--- src/source/snowbro2_defs.svh ---
/* memory map, I/O and GP9001 offsets and bus widths of the snowbro2 main-CPU bus.
   include wherever a width or an address constant is needed */
`ifndef SNOWBRO2_DEFS_SVH
`define SNOWBRO2_DEFS_SVH

// 68000 byte address and data bus
`define SB2_ADDR_W      24
`define SB2_DATA_W      16

// word-address widths of the on-board memories
`define SB2_WRAM_AW     15
`define SB2_PAL_AW      11

// program ROM ends here
`define SB2_ROM_TOP     24'h07FFFF

// region compares: work RAM on the top byte, others on the top nibble
`define SB2_REG_RAM     8'h10
`define SB2_REG_GP9001  4'h3
`define SB2_REG_PAL     4'h4

// cabinet I/O page and its offsets
`define SB2_IO_PAGE     12'h700
`define SB2_IO_JMPR     12'h000
`define SB2_IO_DSWA     12'h004
`define SB2_IO_DSWB     12'h008
`define SB2_IO_IN1      12'h00C
`define SB2_IO_IN2      12'h010
`define SB2_IO_SYS      12'h01C

// GP9001 register offsets, low address nibble
`define SB2_GP_SETPTR   4'h0
`define SB2_GP_RAM_H    4'h4
`define SB2_GP_RAM_L    4'h6
`define SB2_GP_SELREG   4'h8
`define SB2_GP_WRREG    4'hC

`endif

--- src/source/snowbro2_pkg.sv ---
/* shared types of the snowbro2 bus pipeline.
   referenced by scoped name from the interface and the stages */
`default_nettype none
`include "snowbro2_defs.svh"

package snowbro2_pkg;

    // memory-map view of the byte address
    typedef struct packed {
        logic [3:0]             nib;
        logic [`SB2_ADDR_W-5:0] low;
    } region_view_t;

    // I/O view, page on top and register offset below
    typedef struct packed {
        logic [11:0] page;
        logic [11:0] off;
    } io_view_t;

    // same 24-bit word, two decodes
    typedef union packed {
        region_view_t region;
        io_view_t     io;
    } cpu_addr_u;

    // one-hot region selects
    typedef struct packed {
        logic rom;
        logic ram;
        logic pal;
        logic gp9001;
        logic io;
    } sel_set_t;

endpackage

`default_nettype wire

--- src/source/cpu_bus_if.sv ---
/* one registered 68000 access as seen after address decode.
   decode drives it, the memory and read-return stages listen */
`timescale 1ns/1ps
`default_nettype none
`include "snowbro2_defs.svh"

interface cpu_bus_if;

    // region selects, one-hot or zero
    snowbro2_pkg::sel_set_t  sel;
    // byte address, low bit forced to zero
    snowbro2_pkg::cpu_addr_u addr;
    // high on read
    logic                    rw;
    // data strobes, active low
    logic                    uds_n;
    logic                    lds_n;
    // CPU write data
    logic [`SB2_DATA_W-1:0]  wdata;

    // decode stage
    modport dec (output sel, addr, rw, uds_n, lds_n, wdata);

    // RAM and GP9001 stage
    modport mem (input sel, addr, rw, uds_n, lds_n, wdata);

    // read-return stage
    modport ret (input sel, addr, rw);

endinterface

`default_nettype wire

--- src/source/gp9001_cmd.sv ---
/* stage 2 GP9001 command strobes. a register access sets its strobe, which holds
   until the GP9001 acknowledges while no access to it is selected */
`timescale 1ns/1ps
`default_nettype none
`include "snowbro2_defs.svh"

module gp9001_cmd (
    input  wire     CLK96,
    input  wire     RESET96,
    cpu_bus_if.mem  bus,
    input  wire     gp9001_ack,
    output logic    select_reg,
    output logic    write_reg,
    output logic    write_ram,
    output logic    read_ram_h,
    output logic    read_ram_l,
    output logic    set_ram_ptr
);

    logic [3:0] off;
    logic       rd_sel;
    logic       wr_sel;

    // register offset is the low nibble
    assign off    = bus.addr.region.low[3:0];
    assign rd_sel = bus.sel.gp9001 & bus.rw;
    assign wr_sel = bus.sel.gp9001 & ~bus.rw;

    always_ff @(posedge CLK96 or posedge RESET96) begin
        if (RESET96) begin
            select_reg  <= 1'b0;
            write_reg   <= 1'b0;
            write_ram   <= 1'b0;
            read_ram_h  <= 1'b0;
            read_ram_l  <= 1'b0;
            set_ram_ptr <= 1'b0;
        end else if (rd_sel) begin
            // reads only fetch VRAM words
            case (off)
                `SB2_GP_RAM_H: read_ram_h <= 1'b1;
                `SB2_GP_RAM_L: read_ram_l <= 1'b1;
                default: ;
            endcase
        end else if (wr_sel) begin
            case (off)
                `SB2_GP_WRREG:  write_reg   <= 1'b1;
                `SB2_GP_SELREG: select_reg  <= 1'b1;
                // either half of the data port writes VRAM
                `SB2_GP_RAM_H,
                `SB2_GP_RAM_L:  write_ram   <= 1'b1;
                `SB2_GP_SETPTR: set_ram_ptr <= 1'b1;
                default: ;
            endcase
        end else if (gp9001_ack) begin
            // bus idle and command taken
            select_reg  <= 1'b0;
            write_reg   <= 1'b0;
            write_ram   <= 1'b0;
            read_ram_h  <= 1'b0;
            read_ram_l  <= 1'b0;
            set_ram_ptr <= 1'b0;
        end
    end

endmodule

`default_nettype wire

--- src/flat_wrapper.sv ---
// flat-port wrapper written by rule: the top's interface ports become plain ports
module gp9001_cmd_flat 
  (CLK96, RESET96, gp9001_ack, select_reg, write_reg, write_ram, read_ram_h, read_ram_l, set_ram_ptr, bus_sel, bus_addr, bus_rw, bus_uds_n, bus_lds_n, bus_wdata);
  cpu_bus_if bus_i ();
  input  wire CLK96;
  input  wire RESET96;
  input  wire gp9001_ack;
  output logic select_reg;
  output logic write_reg;
  output logic write_ram;
  output logic read_ram_h;
  output logic read_ram_l;
  output logic set_ram_ptr;
  input wire logic [$bits(bus_i.sel)-1:0] bus_sel;
  input wire logic [$bits(bus_i.addr)-1:0] bus_addr;
  input wire logic [$bits(bus_i.rw)-1:0] bus_rw;
  input wire logic [$bits(bus_i.uds_n)-1:0] bus_uds_n;
  input wire logic [$bits(bus_i.lds_n)-1:0] bus_lds_n;
  input wire logic [$bits(bus_i.wdata)-1:0] bus_wdata;
  assign bus_i.sel = bus_sel;
  assign bus_i.addr = bus_addr;
  assign bus_i.rw = bus_rw;
  assign bus_i.uds_n = bus_uds_n;
  assign bus_i.lds_n = bus_lds_n;
  assign bus_i.wdata = bus_wdata;
  gp9001_cmd u_core (.CLK96(CLK96), .RESET96(RESET96), .bus(bus_i), .gp9001_ack(gp9001_ack), .select_reg(select_reg), .write_reg(write_reg), .write_ram(write_ram), .read_ram_h(read_ram_h), .read_ram_l(read_ram_l), .set_ram_ptr(set_ram_ptr));
endmodule
--- config.mk ---
export PLATFORM = sky130hd
export DESIGN_NAME = gp9001_cmd_flat
export DESIGN_NICKNAME = d
export VERILOG_FILES = /design/src/source/snowbro2_pkg.sv /design/src/source/cpu_bus_if.sv /design/src/source/gp9001_cmd.sv /design/src/flat_wrapper.sv
export VERILOG_INCLUDE_DIRS = /design/src /design/src/source
export SDC_FILE = /design/constraint.sdc
export NUM_CORES = 1
export LEC_CHECK = 0
export ABC_AREA = 1
export ABC_CLOCK_PERIOD_IN_PS = 900
export BUFFER_PORTS_ARGS = -buffer_cell sky130_fd_sc_hd__buf_2
export CORE_AREA = 2 2 39 41
export CTS_CLUSTER_SIZE = 10
export DETAILED_ROUTE_END_ITERATION = 8
export DIE_AREA = 0 0 41 43
export PLACE_DENSITY = 0.78
export SLEW_MARGIN = 30
export SYNTH_ARGS = -nofsm -noshare
export SYNTH_HDL_FRONTEND = slang
export SYNTH_SLANG_ARGS = --single-unit
--- constraint.sdc ---
create_clock -name CLK96 -period 0.9 [get_ports CLK96]
set_clock_uncertainty 0.05 [all_clocks]
set_input_delay 0.09 -clock CLK96 [delete_from_list [all_inputs] [get_ports CLK96]]
set_output_delay 0.09 -clock CLK96 [all_outputs]
set_load 0.01 [all_outputs]
Word level (Yosys, flattened, before mapping)
Cells that the tools add are included.

cells by class
  add/sub/neg operators = 0
  multiply operators = 0
  divide/modulo/power cells = 0
  magnitude comparators = 0
  equal/unequal tests = 11
  shift operators = 0
  muxes and demuxes = 14
  bitwise logic cells = 4
  reductions and logical operators = 10

operators with widths
  cell                                                   number
  AND reduction 3 bit                                    6
  2-to-1 mux 1 bit                                       14
  inequality test 2 bit, second input constant           6
  == test 4 x 3 -> 1 bit, second input constant          2
  == test 4 bit, second input constant                   2
  zero test 4 bit                                        1
  nonzero test 2 bit                                     2
  AND 1 bit                                              2
  inequality test 2 x 1 -> 1 bit, second input constant  1
  NOT 1 bit                                              2
  OR reduction 2 bit                                     1

storage, ports and cells
  bits in registers = 6
  bits in latches = 0
  bits in writable memories = 0
  memory bits (read-only) = 0
  bits of input ports = 51
  output and inout bits = 6
  word-level logic and storage cells = 45
  memories kept = 0

Logic depth before layout (Yosys ltp)
  depth after elaboration = 4
  mapped depth = 5
  depth with buffers taken out = 5

Worst setup path after synthesis
OpenSTA, ideal clock, no wires.

  kind = reg-to-reg
  start point = register u_core.write_ram (netlist name)
  end point = register u_core.write_ram
  library setup time = 0.125 ns
  arrival time = 0.539 ns
  data required time = 0.725 ns
  setup slack = 0.186 ns
  cell stages (with the launch flop) = 3
  path buffers = 0
  clock period less this slack = 0.714 ns
  cell sequence = dfrtp_1 a21oi_2 nor2_1

RTL lines
  item                  RTL line          RTL
  end signal, assigned  gp9001_cmd.sv:33  write_ram <= 1'b0;
  end signal, assigned  gp9001_cmd.sv:50  `SB2_GP_RAM_L: write_ram <= 1'b1;
  end signal, assigned  gp9001_cmd.sv:58  write_ram <= 1'b0;
  end, declared         gp9001_cmd.sv:14  output logic write_ram,

Final worst setup path
  start point = register u_core.read_ram_h
  end point = output port read_ram_h

RTL lines
  item                    RTL line            RTL
  start, declared         gp9001_cmd.sv:15    output logic read_ram_h,
  start signal, assigned  gp9001_cmd.sv:34    read_ram_h <= 1'b0;
  start signal, assigned  gp9001_cmd.sv:40    `SB2_GP_RAM_H: read_ram_h <= 1'b1;
  start signal, assigned  gp9001_cmd.sv:59    read_ram_h <= 1'b0;
  end, declared           flat_wrapper.sv:11  output logic read_ram_h;

No word-level cell between the ends.

==> results by stage <==
Status:
- The flow ran to the end, but the final reports show violations.
- The final reports fail on negative setup slack.

Global routing:
- The total overflow left after global routing is 0.
- The wire length of the first global-routing pass is 1170 um.
- The largest net degree at the start of global routing is 7.
- The via count of the first global-routing pass is 289.
- The number of antenna violations at the first check in global routing came to 0.
- Across every metal layer, demand over resource in global routing totals 0.103.

Route:
- The average detailed-routed wire length per instance is 8.76 um.
- The post-detailed-route via-to-cell ratio is 4.10.
- The number of design rule violations left after detail routing is 0.
- The initial DRC count is 4.
- The first-pass detailed-route iteration total is 4.
- Across all layers, the routed design uses 328 vias.
- The total wire length is 701 um.
- The residual antenna-violating net count after detailed routing is 0.

Yosys:
- The count of warnings emitted by yosys is 0.
- The biggest area contributor in the post-synthesis netlist is sky130_fd_sc_hd__dfrtp_1.
- The mapped cell area is 337 sq um.
- After synthesis, the cell types taking the most area are sky130_fd_sc_hd__dfrtp_1 (45%), sky130_fd_sc_hd__inv_1 (10%), sky130_fd_sc_hd__nor2_1 (7.8%).
- When the netlist entered floorplanning its net count stood at 95.
- The area share of the largest cell type after synthesis is 0.446.
- Counting distinct cell types in the post-synthesis netlist gives 12.
- Counting every instance in the synthesized netlist gives 44.
- The average footprint of a synthesized cell is 7.65 sq um.
- The share of the yosys chip area belonging to registers is 0.446.
- The count of state elements after synthesis is 6.

Critical path:
- The critical path is of the reg -> out type.
- Counting both buffers and inverters, the worst setup path holds a total of 1.
- Walking the worst path, the cells encountered are buf_2.
- The number of cells on the worst reg-to-reg path is 3.
- The first element of the critical path is u_core.read_ram_h.
- The maximum single-stage delay on the critical path is 380 ps.
- The capturing element of the worst setup path is read_ram_h.
- At the worst endpoint, the required time is 760 ps.
- The type of element capturing the critical path is an output pin.
- The endpoint identified for the worst register-to-register timing path is u_core.write_ram.
- STA puts the critical path data arrival time at 760 ps.
- In this run the register-to-register setup slack is 90 ps.
- The critical path's top delay family is flip-flops.
- The launching element type of the critical path is a flop.
- In this run the number of cells on the critical path is 1.
- The start of the worst register-to-register path is u_core.write_ram.
- Of all nets on the critical path, the largest fanout is 2.
- The worst-path cell with the longest stage delay is sky130_fd_sc_hd__dfrtp_1.

Timing:
- At the pin with the least slew margin, the transition time is 269 ps.
- The final number of max-transition violations is 0.
- After layout, the worst setup slack is -4.63 ps.
- The worst-case headroom to the max-slew limit is 0.820.
- The minimum period implied by the final worst setup slack is 905 ps.
- Static timing analysis puts the maximum clock frequency at 1110 MHz.
- The number of failing hold endpoints at the final stage is 0.
- Setup repair after global routing could not meet its margin everywhere.
- The period utilization is 1.01.
- The count of endpoints failing setup in the final report is 1.

Clock tree:
- The register clock-pin slew on the reported worst setup and hold paths is 40 ps.
- Counting along the longest clock path gives a buffer depth of 2.
- The clock buffer count from CTS is 3.
- The number of H-tree levels is 1.
- CTS saw 6 sinks.
- The later pin in the worst-skew pair is clocked with a latency of 240 ps.
- The TritonCTS clock tree is done.
- CTS placed an instance of sky130_fd_sc_hd__clkbuf_4 at the clock tree root.

Floorplanning:
- The floorplan step set the die width to 41 um.
- The floorplan step defined a die boundary enclosing 0.00176 sq mm.
- The vertical extent of the die is 43 um.
- Row generation in the floorplan step produced 14 rows.
- In this run the count of I/O pins placed on the die edge is 57.
- The placeable core area is 0.00138 sq mm.
- The starting utilization of the core area is 0.243.

Final layout:
- The number of antenna diodes in the final layout is 0.
- The post-layout instance area is 487 sq um.
- The leading cell type in the layout, fill and taps excluded is sky130_fd_sc_hd__buf_2.
- The count of fill cells added during filler insertion is 151.
- Of the cells placed in the final design, the portion with a size suffix greater than 1 is 0.453.
- In the layout the commonest cells are sky130_fd_sc_hd__buf_2 (12), sky130_fd_sc_hd__inv_1 (9), sky130_fd_sc_hd__nor2_1 (7).
- The count of nets after finishing is 117.
- The synthesis-to-layout area growth is 44.6%.

Flow run:
- The tool flagged a number of max-cap violations equal to 0.

Power and ir drop:
- In this run the static leakage power is 0.258 nW.
- The worst-case IR drop observed on VDD is 0.881 mV.
- The power density relative to cell area is 1370 mW/mm^2.
- The total power after layout is 0.664 mW.

Place:
- The count of buffers inserted at the top-level ports is 14.
- The placer congestion estimate is 0.774.
- Once placement finished, the instance area stood at 427 sq um.
- The half-perimeter wire length of the detailed placement result is 546 um.

Worst hold path:
- The tightest min-delay check is of the in -> reg type.
==> Yosys cell counts <==
library cell / count
sky130_fd_sc_hd__nor2_2: 3
sky130_fd_sc_hd__nor2_1: 7
sky130_fd_sc_hd__inv_2: 2
sky130_fd_sc_hd__nand2_2: 1
sky130_fd_sc_hd__a21oi_1: 4
sky130_fd_sc_hd__a21oi_2: 1
sky130_fd_sc_hd__dfrtp_1: 6
sky130_fd_sc_hd__nand2_1: 5
sky130_fd_sc_hd__inv_1: 9
sky130_fd_sc_hd__nand3_1: 3
sky130_fd_sc_hd__nor2_4: 2
sky130_fd_sc_hd__o21ai_2: 1
==> metrics by stage <==
step	util	setup slack [ps]	hold WS [ps]	setup TNS (ps)	instances
after CTS	0.337	3.11	98.8	0	79
after global routing	0.352	-35.0	96.3	-131	80
after floorplan	-	186	-169	0	44
after global placement	0.308	84.9	-44.6	0	74
after detailed placement	0.308	49.5	-32.7	0	74
final	0.352	-4.63	96.6	-4.63	80
==> power breakdown <==
group	internal, mW	leakage (nW)	switching (mW)
logic	0.0571	0.162	0.0721
registers	0.283	0.0826	0.00645
clock network	0.151	0.0138	0.0955
==> layout make-up <==
type | instances | area, sq um | area share
Multi-Input combinational cell | 27 | 145 | 0.298
Timing Repair Buffer | 17 | 108 | 0.221
Inverter | 11 | 41.3 | 0.0848
Sequential cell | 6 | 150 | 0.308
Tap cell | 16 | 20.0 | 0.0411
Clock buffer | 3 | 22.5 | 0.0463
==> cell families after synthesis <==
logic type / share of synthesized area
AOI/OAI and AO/OA: 0.112
DFF: 0.446
and+or+nand+nor: 0.320
buffers and inverters: 0.123
==> what timing repair did <==
| action | in CTS | in global routing |
|---|---|---|
| setup endpoints to repair | 1 | 6 |
| hold buffers | 1 | 0 |
| pin swaps | 0 | 0 |
| hold endpoints to repair | 6 | 0 |
| gates resized for setup | 0 | 2 |
| buffers inserted | 1 | 1 |
==> worst min path at each step <==
stage                           start                end  slack, ps  cells after the start
after floorplan               RESET96  u_core.read_ram_h       -170                      1
after global placement        RESET96  u_core.read_ram_h        -40                      2
after detailed placement      RESET96  u_core.read_ram_l        -30                      2
after CTS                 bus_addr[1]  u_core.read_ram_l        100                      3
after global routing      bus_addr[1]  u_core.read_ram_l        100                      3
final                     bus_addr[1]  u_core.read_ram_l        100                      3
==> metal layers <==
| metal | up-vias | wire length [um] | global-route usage |
|---|---|---|---|
| li1 | 171 | - | - |
| met1 | 146 | 288 | 0.0954 |
| met2 | 11 | 353 | 0.163 |
| met3 | 0 | 60 | 0.0785 |
| met4 | 0 | 0 | 0.0400 |
| met5 | - | 0 | 0 |
(Power assumes the default switching activity.)
