File: config.mk
export PLATFORM = sky130hd
export DESIGN_NAME = addr_decode_flat
export DESIGN_NICKNAME = d
export VERILOG_FILES = /design/src/source/snowbro2_pkg.sv /design/src/source/cpu_bus_if.sv /design/src/source/addr_decode.sv /design/src/flat_wrapper.sv
export VERILOG_INCLUDE_DIRS = /design/src /design/src/source
export SDC_FILE = /design/constraint.sdc
export NUM_CORES = 1
export LEC_CHECK = 0
export ABC_CLOCK_PERIOD_IN_PS = 800
export BUFFER_PORTS_ARGS = -buffer_cell sky130_fd_sc_hd__buf_2
export CAP_MARGIN = 0
export CORE_MARGIN = 2
export CORE_UTILIZATION = 35
export CTS_CLUSTER_DIAMETER = 60
export CTS_CLUSTER_SIZE = 24
export DETAILED_ROUTE_END_ITERATION = 6
export GPL_TIMING_DRIVEN = 0
export HOLD_SLACK_MARGIN = 0.15
export PLACE_DENSITY = 0.77
export SYNTH_ARGS = -nofsm -noshare
export SYNTH_HDL_FRONTEND = slang
export SYNTH_SLANG_ARGS = --single-unit
File: constraint.sdc
create_clock -name CLK96 -period 0.8 [get_ports CLK96]
set_input_delay 0.04 -clock CLK96 [delete_from_list [all_inputs] [get_ports CLK96]]
set_output_delay 0.04 -clock CLK96 [all_outputs]
set_load 0.01 [all_outputs]
File: src/source/snowbro2_defs.svh
/* memory map, I/O and GP9001 offsets and bus widths of the snowbro2 main-CPU bus.
   include wherever a width or an address constant is needed */
`ifndef SNOWBRO2_DEFS_SVH
`define SNOWBRO2_DEFS_SVH

// 68000 byte address and data bus
`define SB2_ADDR_W      24
`define SB2_DATA_W      16

// word-address widths of the on-board memories
`define SB2_WRAM_AW     15
`define SB2_PAL_AW      11

// program ROM ends here
`define SB2_ROM_TOP     24'h07FFFF

// region compares: work RAM on the top byte, others on the top nibble
`define SB2_REG_RAM     8'h10
`define SB2_REG_GP9001  4'h3
`define SB2_REG_PAL     4'h4

// cabinet I/O page and its offsets
`define SB2_IO_PAGE     12'h700
`define SB2_IO_JMPR     12'h000
`define SB2_IO_DSWA     12'h004
`define SB2_IO_DSWB     12'h008
`define SB2_IO_IN1      12'h00C
`define SB2_IO_IN2      12'h010
`define SB2_IO_SYS      12'h01C

// GP9001 register offsets, low address nibble
`define SB2_GP_SETPTR   4'h0
`define SB2_GP_RAM_H    4'h4
`define SB2_GP_RAM_L    4'h6
`define SB2_GP_SELREG   4'h8
`define SB2_GP_WRREG    4'hC

`endif

File: src/source/snowbro2_pkg.sv
/* shared types of the snowbro2 bus pipeline.
   referenced by scoped name from the interface and the stages */
`default_nettype none
`include "snowbro2_defs.svh"

package snowbro2_pkg;

    // memory-map view of the byte address
    typedef struct packed {
        logic [3:0]             nib;
        logic [`SB2_ADDR_W-5:0] low;
    } region_view_t;

    // I/O view, page on top and register offset below
    typedef struct packed {
        logic [11:0] page;
        logic [11:0] off;
    } io_view_t;

    // same 24-bit word, two decodes
    typedef union packed {
        region_view_t region;
        io_view_t     io;
    } cpu_addr_u;

    // one-hot region selects
    typedef struct packed {
        logic rom;
        logic ram;
        logic pal;
        logic gp9001;
        logic io;
    } sel_set_t;

endpackage

`default_nettype wire

File: src/source/cpu_bus_if.sv
/* one registered 68000 access as seen after address decode.
   decode drives it, the memory and read-return stages listen */
`timescale 1ns/1ps
`default_nettype none
`include "snowbro2_defs.svh"

interface cpu_bus_if;

    // region selects, one-hot or zero
    snowbro2_pkg::sel_set_t  sel;
    // byte address, low bit forced to zero
    snowbro2_pkg::cpu_addr_u addr;
    // high on read
    logic                    rw;
    // data strobes, active low
    logic                    uds_n;
    logic                    lds_n;
    // CPU write data
    logic [`SB2_DATA_W-1:0]  wdata;

    // decode stage
    modport dec (output sel, addr, rw, uds_n, lds_n, wdata);

    // RAM and GP9001 stage
    modport mem (input sel, addr, rw, uds_n, lds_n, wdata);

    // read-return stage
    modport ret (input sel, addr, rw);

endinterface

`default_nettype wire

File: src/source/addr_decode.sv
/* stage 1 of the bus pipeline. decodes the raw 68000 address into region selects
   and registers them with the access attributes. also drives the program ROM port */
`timescale 1ns/1ps
`default_nettype none
`include "snowbro2_defs.svh"

module addr_decode (
    input  wire                    CLK96,
    input  wire                    RESET96,
    input  wire [`SB2_ADDR_W-1:1]  addr,
    input  wire [`SB2_DATA_W-1:0]  cpu_dout,
    input  wire                    rw,
    input  wire                    uds_n,
    input  wire                    lds_n,
    input  wire                    as_n,
    input  wire                    bgack_n,
    output logic                   prg_cs,
    output logic [18:0]            prg_addr,
    cpu_bus_if.dec                 bus
);

    snowbro2_pkg::cpu_addr_u a;
    snowbro2_pkg::sel_set_t  sel_c;
    logic                    cycle_ok;

    // byte address, word aligned
    assign a = snowbro2_pkg::cpu_addr_u'({addr, 1'b0});

    // valid CPU cycle and the bus not granted away
    assign cycle_ok = ~as_n & bgack_n;

    // region compares against the map
    always_comb begin
        sel_c = '0;
        // ROM from zero up to the top
        sel_c.rom = {a.region.nib, a.region.low} <= `SB2_ROM_TOP;
        // work RAM on the full top byte
        sel_c.ram = {a.region.nib, a.region.low[19:16]} == `SB2_REG_RAM;
        sel_c.gp9001 = a.region.nib == `SB2_REG_GP9001;
        sel_c.pal = a.region.nib == `SB2_REG_PAL;
        // I/O uses the page view
        sel_c.io = a.io.page == `SB2_IO_PAGE;
    end

    // selects and strobes
    always_ff @(posedge CLK96 or posedge RESET96) begin
        if (RESET96) begin
            bus.sel   <= '0;
            bus.rw    <= 1'b1;
            bus.uds_n <= 1'b1;
            bus.lds_n <= 1'b1;
        end else begin
            // drop everything as soon as the cycle ends
            bus.sel   <= cycle_ok ? sel_c : '0;
            bus.rw    <= rw;
            bus.uds_n <= uds_n;
            bus.lds_n <= lds_n;
        end
    end

    // address and write data
    always_ff @(posedge CLK96) begin
        bus.addr  <= a;
        bus.wdata <= cpu_dout;
    end

    // ROM request needs a data strobe too
    assign prg_cs = bus.sel.rom & ~(bus.uds_n & bus.lds_n);
    // word address into the ROM
    assign prg_addr = bus.addr.region.low[19:1];

endmodule

`default_nettype wire

File: src/flat_wrapper.sv
// flat-port wrapper written by rule: the top's interface ports become plain ports
module addr_decode_flat 
  (CLK96, RESET96, addr, cpu_dout, rw, uds_n, lds_n, as_n, bgack_n, prg_cs, prg_addr, bus_sel, bus_addr, bus_rw, bus_uds_n, bus_lds_n, bus_wdata);
  cpu_bus_if bus_i ();
  input  wire CLK96;
  input  wire RESET96;
  input  wire [`SB2_ADDR_W-1:1] addr;
  input  wire [`SB2_DATA_W-1:0] cpu_dout;
  input  wire rw;
  input  wire uds_n;
  input  wire lds_n;
  input  wire as_n;
  input  wire bgack_n;
  output logic prg_cs;
  output logic [18:0] prg_addr;
  output wire logic [$bits(bus_i.sel)-1:0] bus_sel;
  output wire logic [$bits(bus_i.addr)-1:0] bus_addr;
  output wire logic [$bits(bus_i.rw)-1:0] bus_rw;
  output wire logic [$bits(bus_i.uds_n)-1:0] bus_uds_n;
  output wire logic [$bits(bus_i.lds_n)-1:0] bus_lds_n;
  output wire logic [$bits(bus_i.wdata)-1:0] bus_wdata;
  assign bus_sel = bus_i.sel;
  assign bus_addr = bus_i.addr;
  assign bus_rw = bus_i.rw;
  assign bus_uds_n = bus_i.uds_n;
  assign bus_lds_n = bus_i.lds_n;
  assign bus_wdata = bus_i.wdata;
  addr_decode u_core (.CLK96(CLK96), .RESET96(RESET96), .addr(addr), .cpu_dout(cpu_dout), .rw(rw), .uds_n(uds_n), .lds_n(lds_n), .as_n(as_n), .bgack_n(bgack_n), .prg_cs(prg_cs), .prg_addr(prg_addr), .bus(bus_i));
endmodule
==> Word-level counts from Yosys, hierarchy flattened <==
Cells that the tools add are included.
{ "word_totals": {"ff_bits": 47, "output_inout_bits": 68} }
{ "op_classes": {"order_cmp": 1, "n_eq_ne": 4, "mux": 1, "bitwise": 5} }
{ "ops": {"columns": ["cell", "count"], "rows": [
  ["24-bit by 19-bit less-or-equal comparator with 1-bit output (second input constant)", 1],
  ["12-bit by 11-bit == test with 1-bit output (second input constant)", 1],
  ["8-bit by 5-bit == test with 1-bit output (second input constant)", 1],
  ["5-bit two-way mux", 1],
  ["4-bit by 2-bit == test with 1-bit output (second input constant)", 1],
  ["4-bit by 3-bit == test with 1-bit output (second input constant)", 1],
  ["1-bit AND", 3],
  ["1-bit inverter", 2]
]} }

==> Depth between registers and ports, before layout <==
Gate-level depths: netlist of the first run.
{ "logic_depth": {"word_depth": 3, "depth_mapped": 2, "mapped_depth_nobuf": 2} }

==> Worst setup path after synthesis of the first run <==
Ideal clock, no wire load.
{ "synth_path": {"path_type": "input to register", "start": "input port addr[17] (netlist bit)", "end": "register u_core.bus.sel[0] (netlist name)", "setup_time_ns": 0.096, "arrival_time_ns": 0.863, "path_slack_ns": -0.159, "path_stages": 2, "cell_sequence": "or4_1 -> nor4_2"} }
{ "synth_between": {"elab_chain_len": 2} }
{ "synth_lines": {"columns": ["element", "line_no", "rtl"], "rows": [
  ["start, declared", "flat_wrapper.sv:7", "input wire [`SB2_ADDR_W-1:1] addr;"],
  ["12-bit by 11-bit == test with 1-bit output (no line)", null, null],
  ["5-bit two-way mux", "addr_decode.sv:54", "bus.sel <= cycle_ok ? sel_c : '0;"]
]} }
Every way passes these cells.

==> Worst setup path in the final report of the first run <==
{ "layout_path": {"start": "input port addr[19] (netlist bit)", "end": "register u_core.bus.sel[3] (netlist name)"} }
{ "layout_between": {"elab_chain_len": 2} }
{ "layout_lines": {"columns": ["element", "line_no"], "rows": [
  ["8-bit by 5-bit == test with 1-bit output (no line)", null],
  ["5-bit two-way mux", "addr_decode.sv:54"]
]} }
Every way passes these cells.

==> results of run 1 <==
[logic make-up after synthesis]
family | synth area share, %
AO/OA/AOI/OAI | 0.608
buffers and inverters | 12.4
flip-flops | 79.7
other | 0.303
AND/OR/NAND/NOR | 6.98
[sequential cells by signal, summed over array words and instances, names as in the netlist]
register and cells:
u_core.bus.rw 1, u_core.bus.lds_n 1, u_core.bus.wdata 16, u_core.bus.sel 5
u_core.bus.addr 23, u_core.bus.uds_n 1
[what timing repair did]
| item | CTS | global route |
|---|---|---|
| setup buffers | 0 | 1 |
| resized for setup | 84 | 20 |
| hold buffers | 35 | 2 |
| pin swaps | 1 | 2 |
| endpoints found under the hold margin | 55 | 15 |
| setup endpoints to repair | 67 | 70 |
[cells in the mapped netlist]
cell	n	share of area, %
nor4b_2	1	1.2
dfxtp_1	39	63
nor4_2	1	1.0
dfrtp_1	5	10
buf_4	20	12
nand4bb_1	1	0.91
a21boi_0	1	0.61
nor3_1	1	0.40
nor4_1	1	0.51
conb_1	1	0.30
inv_1	1	0.30
nor2_1	1	0.30
nand2_1	1	0.30
dfstp_2	3	6.4
or4_1	2	1.2
or4b_4	1	1.1
[path summary, 6_finish.rpt]
path                          start  cells after the start                     endpoint  slack [ns]
worst max-delay path       addr[19]                      4  u_core.bus.sel[3]$_DFF_PP0_       -0.39
worst min-delay path       addr[16]                      1  u_core.bus.addr[16]$_DFF_P_       -0.21
max in group asynchronous   RESET96                      3   u_core.bus.lds_n$_DFF_PP1_        0.34
min in group asynchronous   RESET96                      3  u_core.bus.sel[0]$_DFF_PP0_        0.18
[per-layer routing]
| metal | global-route usage, % | wire [µm] | up-vias |
|---|---|---|---|
| met4 | 12.0 | 215 | 0 |
| met3 | 8.93 | 442 | 20 |
| met2 | 51.8 | 2980 | 86 |
| met1 | 19.3 | 1430 | 558 |
| met5 | 0 | 0 | - |
| li1 | - | - | 545 |
[cells in the final DEF, fill, tap and decap left out, types with 2 or more instances in the layout]
| cell | Yosys | routed |
|---|---|---|
| nor4_2 | 1 | 2 |
| clkbuf_4 | 0 | 5 |
| buf_4 | 20 | 2 |
| dfstp_2 | 3 | 3 |
| or4_4 | 0 | 2 |
| dfxtp_1 | 39 | 10 |
| buf_2 | 0 | 60 |
| dfxtp_2 | 0 | 29 |
| buf_6 | 0 | 71 |
| dfrtp_1 | 5 | 5 |
| dlygate4sd3_1 | 0 | 35 |
[final cells by class]
type | count | share of cell area (%)
clock buffers | 7 | 2.77
multi-input cells | 12 | 4.49
flip-flops and latches | 47 | 37.0
well taps | 46 | 2.09
clock inverters | 1 | 0.318
repair buffers | 148 | 45.1
inverters | 1 | 0.136
plain buffers | 20 | 8.03
[metrics by stage]
stage	util [%]	hold slack (ns)	power, µW	TNS (ns)
floorplan	-	-0.146	2740	-0.219
global placement	55.4	-0.0200	3010	-0.774
detailed placement	55.4	-0.0181	3020	-0.812
CTS	79.1	-0.221	4720	-8.30
global route	82.0	-0.237	4990	-11.59
finish	82.0	-0.210	4780	-8.31
[power groups by stage]
stage                     Combinational, µW  Clock [µW]  Sequential, µW
after floorplan                         124           0            2620
final                                   829        1390            2570
after global routing                    869        1540            2580
after CTS                               765        1410            2540
after detailed placement                467           0            2560
after global placement                  456           0            2550
==> flow_summary.json, run 1 <==
{
  "fin_crit_sh_pct": 149,
  "worst_slack_ns": -0.391,
  "internal_power_uw": 3660,
  "dp_hpwl_um": 2280,
  "io_buffers": 112,
  "syn_inst": 80,
  "rsz0062_at_grt": "yes",
  "crit_fanout": 3,
  "crit_arrival_ns": 1.46,
  "antennaDiodeCount": 0,
  "first_global_vias": 1395,
  "ant_nets": 0,
  "worst-path-buf-inv": 2,
  "cts_buffers": 5,
  "slew_violations": 0,
  "fin_cells": 282,
  "drc": 0,
  "vdd_drop_max_uv": 1080,
  "crit_family": "simple AND/OR/NAND/NOR gates",
  "synth_cell_types": 16,
  "chipWidth_um": 63.4,
  "grt_pass1_wl_um": 7210,
  "ys_warn_count": 0,
  "firstDrtPassIters": 4,
  "cp-start-kind": "input port",
  "finalHoldViolCount": 10,
  "synth_area_mm2": 0.00124,
  "min_path_type": "in -> reg",
  "max-cap-violations": 0,
  "synthesis.nets": 126,
  "multi_input_area_um2": 124,
  "drtIter0Drc": 46,
  "drive_gt1_share_pct": 76.3,
  "min_period_ns": 1.19,
  "gr-usage-all-layers_pct": 24.9,
  "core_area_mm2": 0.00336,
  "routed_wl_um": 5070,
  "seqCellArea_mm2": 0.00102,
  "syn_avg_cell_area_um2": 15.5,
  "clockBufferDepth": 2,
  "p_clk_share_pct": 29.0,
  "nets": 281,
  "hold_slack_ns": -0.210,
  "slowest_stage": "dlygate4sd3_1",
  "pre_cts_ws_ns": -0.301,
  "critPathRequiredTime_ns": 1.07,
  "vias_per_cell": 4.29,
  "die-area_mm2": 0.00402,
  "grt_antenna_before_repair": 0,
  "grt_max_degree": 16,
  "fmaxAchievable_ghz": 0.839,
  "start_util_pct": 36.8,
  "powerDensity_mw_per_mm2": 1740,
  "p_sw_uw": 1130,
  "area_delta_synth_final_pct": 123,
  "die_h_um": 63.4,
  "combinationalPowerShare_pct": 17.3,
  "placed_cells": 238,
  "core.rowCount": 21,
  "clk_pin_slew_worst_paths_ns": 0.15,
  "violations": "hold timing, setup timing",
  "top_level_ports": 114,
  "swShare_pct": 23.5,
  "outcome": "finished with violations",
  "overflow": 0,
  "power_frac_seq_pct": 53.6,
  "post_dp_cell_area_mm2": 0.00186,
  "path_cells": "buf_2, dlygate4sd3_1, or4_4, nor4b_4",
  "cts_root_buf": "clkbuf_4",
  "vias": 1209,
  "critical-path-max-stage-delay_ns": 0.60,
  "yosysSeqAreaShare_pct": 79.7,
  "htreeDepth": 2,
  "setup_violations": 69,
  "leakage_uw": 0.00134,
  "clock_sinks": 47,
  "cts_tree": "yes",
  "place_congestion": 0.643,
  "wl_per_cell_um": 18.0,
  "path_class": "in -> reg",
  "ys_ff_latch": 47,
  "final_cell_area_mm2": 0.00276,
  "fill_cells": 170,
  "cp-end-kind": "flip-flop"
}
No activity file was read; power rests on OpenSTA's default activity.
==> inputs of run 2 (changes only) <==
--- a/config.mk
+++ b/config.mk
@@ -17,6 +17,7 @@
 export GPL_TIMING_DRIVEN = 0
 export HOLD_SLACK_MARGIN = 0.15
 export PLACE_DENSITY = 0.77
+export REMOVE_ABC_BUFFERS = 1
 export SYNTH_ARGS = -nofsm -noshare
 export SYNTH_HDL_FRONTEND = slang
 export SYNTH_SLANG_ARGS = --single-unit
==> run 2 against run 1 <==
The run still ends with hold timing, setup timing left; total power fell by 11%; critical path type unchanged; flip-flop and latch count unchanged; sequential power is essentially flat.
==> flow_summary.json, run 2 (synthesis results as in run 1) <==
{
  "hold_slack_ns": -0.193,
  "finalHoldViolCount": 9,
  "io_buffers": 112,
  "ant_nets": 0,
  "powerDensity_mw_per_mm2": 1710,
  "cts_root_buf": "clkbuf_4",
  "die_h_um": 63.4,
  "grt_antenna_before_repair": 0,
  "start_util_pct": 36.8,
  "vdd_drop_max_uv": 1140,
  "drtIter0Drc": 53,
  "cp-start-kind": "input port",
  "rsz0062_at_grt": "yes",
  "vias_per_cell": 4.22,
  "final_cell_mix": "buf_2 (62), buf_6 (50), dlygate4sd3_1 (37)",
  "area_delta_synth_final_pct": 102,
  "core_area_mm2": 0.00336,
  "vias": 1111,
  "place_congestion": 0.683,
  "core.rowCount": 21,
  "crit_arrival_ns": 1.45,
  "setup_violations": 68,
  "final_common_cell": "buf_2",
  "cts_tree": "yes",
  "hold_end": "u_core.bus.addr[17]$_DFF_P_",
  "min_path_type": "in -> reg",
  "wl_per_cell_um": 15.3,
  "drc": 0,
  "overflow": 0,
  "largest_reg_flops": 23,
  "worst_slack_ns": -0.395,
  "fmaxAchievable_ghz": 0.837,
  "hold_path_startpoint": "addr[17]",
  "met1_length_um": 1380,
  "highest_layer": "met4",
  "max-cap-violations": 0,
  "dr_wl_met3_um": 365,
  "clk_pin_slew_worst_paths_ns": 0.12,
  "top_register": "u_core.bus.addr",
  "outcome": "finished with violations",
  "grt_pass1_wl_um": 5330,
  "final_cell_area_mm2": 0.00249,
  "post_dp_cell_area_mm2": 0.00170,
  "fill_cells": 257,
  "total_power_uw": 4270,
  "cts_buffers": 5,
  "routed_wl_um": 4030,
  "grt_max_degree": 15,
  "clock_sinks": 47,
  "wl_met2_um": 2210,
  "min_period_ns": 1.19,
  "leakage_uw": 0.00121,
  "chipWidth_um": 63.4,
  "slew_violations": 0,
  "reg_top3": "u_core.bus.addr: 23 flops, u_core.bus.wdata: 16 flops, u_core.bus.sel: 5 flops",
  "htreeDepth": 2,
  "path_class": "in -> reg",
  "critPathRequiredTime_ns": 1.06,
  "first_global_vias": 1119,
  "gr-usage-all-layers_pct": 17.9,
  "clockBufferDepth": 2,
  "hold_depth": 1,
  "violations": "hold timing, setup timing",
  "post_cts_buffers": 0,
  "top_level_ports": 114,
  "nets": 262,
  "fin_crit_sh_pct": 149,
  "cp-end-kind": "flip-flop",
  "antennaDiodeCount": 0,
  "crit_fanout": 2,
  "firstDrtPassIters": 4,
  "die-area_mm2": 0.00402,
  "drive_gt1_share_pct": 72.4
}
-- run 2: cell types whose count changed in the layout (fill, tap and decap cells not counted), sizes merged --
| cell | before | now |
|---|---|---|
| inv | 2 | 1 |
| dlygate4sd3 | 35 | 37 |
| buf | 133 | 112 |
| clkinv | 0 | 3 |
| clkbuf | 7 | 5 |
-- run 2: stage by stage --
step / TNS [ns] / hold slack [ns] / worst slack [ns] / instances / utilization, %
CTS: -5.14 / -0.213 / -0.340 / 261 / 69.4
global placement: -0.927 / -0.0195 / -0.312 / 218 / 50.7
floorplan: -0.285 / -0.146 / -0.159 / 60 / -
detailed placement: -0.870 / -0.00563 / -0.308 / 218 / 50.7
global route: -7.74 / -0.219 / -0.395 / 263 / 74.2
finish: -4.82 / -0.193 / -0.395 / 263 / 74.2
-- run 2: worst max-delay path, cell delays in order --
cell           delay (ns)
buf_2                0.09
dlygate4sd3_1        0.57
or4_4                0.55
nor4_4               0.20
-- run 2: cell type report --
type | instances | area, µm² | area share (%)
clock inverter | 3 | 15.0 | 0.602
sequential | 47 | 1020 | 40.9
timing repair buffer | 149 | 1240 | 49.8
clock buffer | 5 | 37.5 | 1.50
multi-input combinational | 12 | 116 | 4.66
inverter | 1 | 3.75 | 0.150
tap | 46 | 57.6 | 2.31
-- run 2: metal layers --
layer  vias up  global-route usage [%]
met3        14                    6.96
met1       505                    17.5
li1        506                       -
met4         0                    4.89
met5         -                       0
met2        86                    34.3
-- run 2: worst max-delay path by stage --
stage,startpoint,end,slack [ns],cells past startpoint
6_report,addr[13],u_core.bus.sel[0]$_DFF_PP0_,-0.39,4
5_1_grt,addr[13],u_core.bus.sel[0]$_DFF_PP0_,-0.40,4
4_1_cts,u_core.bus.lds_n$_DFF_PP1_,prg_cs,-0.34,2
3_5_place_dp,addr[17],u_core.bus.sel[0]$_DFF_PP0_,-0.31,3
3_3_place_gp,addr[17],u_core.bus.sel[0]$_DFF_PP0_,-0.31,3
2_1_floorplan,addr[17],u_core.bus.sel[0]$_DFF_PP0_,-0.16,2
-- run 2: timing repair --
action                     in CTS  in global routing
setup endpoints to repair      67                 69
hold endpoints to repair       55                 15
hold buffers                   35                  4
gates resized for setup        51                 32
pin swaps                       0                  2
-- run 2: power by group --
part           internal [µW]  switching, µW  total, µW
sequential              2480           75.5       2560
combinational            455            248        702
clock                    328            686       1010
==> inputs of run 3 (changes only) <==
--- a/config.mk
+++ b/config.mk
@@ -6,11 +6,12 @@
 export SDC_FILE = /design/constraint.sdc
 export NUM_CORES = 1
 export LEC_CHECK = 0
+export ABC_AREA = 1
 export ABC_CLOCK_PERIOD_IN_PS = 800
 export BUFFER_PORTS_ARGS = -buffer_cell sky130_fd_sc_hd__buf_2
 export CAP_MARGIN = 0
 export CORE_MARGIN = 2
-export CORE_UTILIZATION = 35
+export CORE_UTILIZATION = 36
 export CTS_CLUSTER_DIAMETER = 60
 export CTS_CLUSTER_SIZE = 24
 export DETAILED_ROUTE_END_ITERATION = 6
==> run 3 against run 2 <==
The run ends with setup timing left; critical path depth shrank 2; design area grew 7.4%; combinational power grew 15%; count of clock-buffer cells in the layout grew 3; highest routed layer unchanged.
==> flow_summary.json, run 3 <==
{
  "outcome": "finished with violations",
  "violations": "setup timing",
  "ys_ff_latch": 47,
  "min_path_type": "in -> async",
  "max-cap-violations": 0,
  "vdd_drop_max_uv": 1190,
  "post_cts_buffers": 0,
  "cp-end-kind": "output pin",
  "ant_nets": 0,
  "top_register": "u_core.bus.addr",
  "drc": 0,
  "grt_max_degree": 14,
  "wl_per_cell_um": 21.3,
  "dr_wl_met3_um": 559,
  "synth_edf_count": 0,
  "min_period_ns": 1.25,
  "ys_top_cells_by_count": "dfxtp_1 (39), buf_4 (20), inv_1 (10), nor2_1 (10), nand2_1 (7)",
  "setup_violations": 71,
  "highest_layer": "met4",
  "area_delta_synth_final_pct": 109,
  "syn_avg_cell_area_um2": 12.7,
  "antennaDiodeCount": 0,
  "overflow": 0,
  "htreeDepth": 2,
  "wl_met2_um": 3020,
  "synth_top_area_cell": "dfxtp_1",
  "ys_warn_count": 0,
  "start_util_pct": 37.8,
  "cts_tree": "yes",
  "synth_area_mm2": 0.00128,
  "path_cells": "a21boi_2, buf_2",
  "chipWidth_um": 63.7,
  "nets": 288,
  "slew_violations": 0,
  "grt_antenna_before_repair": 0,
  "die-area_mm2": 0.00405,
  "worst_slack_ns": -0.446,
  "final_cell_area_mm2": 0.00268,
  "clock_sinks": 47,
  "place_congestion": 0.706,
  "critPathRequiredTime_ns": 0.76,
  "vias_per_cell": 4.62,
  "final_cell_mix": "buf_6 (56), buf_2 (52), dlygate4sd3_1 (45)",
  "met1_length_um": 2330,
  "drive_gt1_share_pct": 65.8,
  "cts_root_buf": "clkbuf_4",
  "worst-path-buf-inv": 1,
  "post_dp_cell_area_mm2": 0.00175,
  "firstDrtPassIters": 4,
  "slowest_stage": "dfstp_2",
  "grt_pass1_wl_um": 7730,
  "tns_ns": -8.43,
  "first_global_vias": 1303,
  "routed_wl_um": 6170,
  "async_reset_ff_share_pct": 17.0,
  "leakage_uw": 0.00131,
  "clk_pin_slew_worst_paths_ns": 0.13,
  "largest_reg_flops": 23,
  "vias": 1334,
  "cts_buffers": 5,
  "crit_fanout": 2,
  "dp_hpwl_um": 2420,
  "crit_cells": 2,
  "ys_top_cells_by_area": "dfxtp_1 (61%), buf_4 (12%), dfrtp_1 (9.8%), dfstp_2 (6.2%), inv_1 (2.9%)",
  "final_common_cell": "buf_6",
  "top_level_ports": 114,
  "core_area_mm2": 0.00339,
  "drtIter0Drc": 80,
  "io_buffers": 112,
  "synth.top_cell.area_share_pct": 60.9,
  "path_class": "reg -> out",
  "clockBufferDepth": 2,
  "syn_inst": 101,
  "crit_arrival_ns": 1.21,
  "cp-start-kind": "flip-flop",
  "powerDensity_mw_per_mm2": 1760,
  "fmaxAchievable_ghz": 0.802,
  "critical-path-max-stage-delay_ns": 0.60,
  "pre_cts_ws_ns": 0.0442,
  "finalHoldViolCount": 0,
  "gr-usage-all-layers_pct": 26.5,
  "die_h_um": 63.7,
  "fin_crit_sh_pct": 156,
  "synth_cell_types": 14,
  "synth_flop_cell": "dfxtp_1",
  "yosysMostFrequentCell": "dfxtp_1",
  "rsz0062_at_grt": "yes",
  "yosysSeqAreaShare_pct": 76.9,
  "crit_family": "flip-flops",
  "core.rowCount": 21,
  "reg_top3": "u_core.bus.addr: 23 flops, u_core.bus.wdata: 16 flops, u_core.bus.sel: 5 flops"
}
[run 3: cell count changes after synthesis, moves of 2 or more]
cell,before,now
inv_1,1,10
nor2_1,1,10
nand2_1,1,7
or4_1,2,0
[run 3: stage by stage]
stage / power [µW] / utilization (%) / hold WS (ns) / std cells
5_1_grt: 4850 / 79.1 / 0.208 / 289
2_1_floorplan: 2680 / - / -0.146 / 81
4_1_cts: 4410 / 74.0 / 0.151 / 292
3_5_place_dp: 2970 / 51.6 / -0.00596 / 239
3_3_place_gp: 2950 / 51.6 / -0.00560 / 239
6_report: 4720 / 79.1 / 0.227 / 289
[run 3: layout make-up]
class | count | area [µm²]
timing repair buffer | 154 | 1350
sequential | 47 | 1020
fill | 161 | 709
multi-input combinational | 24 | 138
clock buffer | 8 | 68.8
tap | 46 | 57.6
inverter | 10 | 37.5
[run 3: where the power goes]
part           total (µW)  switching [µW]  internal, µW
sequential           2580            93.1          2490
clock                1330             811           518
combinational         810             311           498
total                4720            1220          3500
[run 3: cells by family after synthesis]
group | after synthesis | share of synthesized area [%]
other | 1 | 0.293
flip-flops | 47 | 76.9
buffers and inverters | 30 | 14.6
AND/OR/NAND/NOR | 22 | 7.62
AO/OA/AOI/OAI | 1 | 0.586
[run 3: path summary, 6_finish.rpt]
path	startpoint	slack, ns	endpoint
setup / recovery	u_core.bus.lds_n$_DFF_PP1_	-0.45	prg_cs
hold / removal	RESET96	0.23	u_core.bus.sel[4]$_DFF_PP0_
max in group asynchronous	RESET96	0.27	u_core.bus.uds_n$_DFF_PP1_
min in group CLK96	addr[17]	0.23	u_core.bus.sel[3]$_DFF_PP0_
[run 3: timing repair]
item,in CTS,in global routing
gates resized for setup,54,49
pin swaps,0,6
endpoints found under the hold margin,55,10
setup endpoints to repair,67,72
hold buffers,45,5
[run 3: tightest hold or removal path, delay by kind of cell]
| family | cells | cell delay, ns |
|---|---|---|
| buf+inv | 3 | 0.99 |
[run 3: layer usage]
| layer | vias to the layer above | GRT usage (%) |
|---|---|---|
| li1 | 558 | - |
| met1 | 639 | 29.6 |
| met2 | 113 | 47.5 |
| met3 | 24 | 9.46 |
| met4 | 0 | 7.07 |
| met5 | - | 0 |
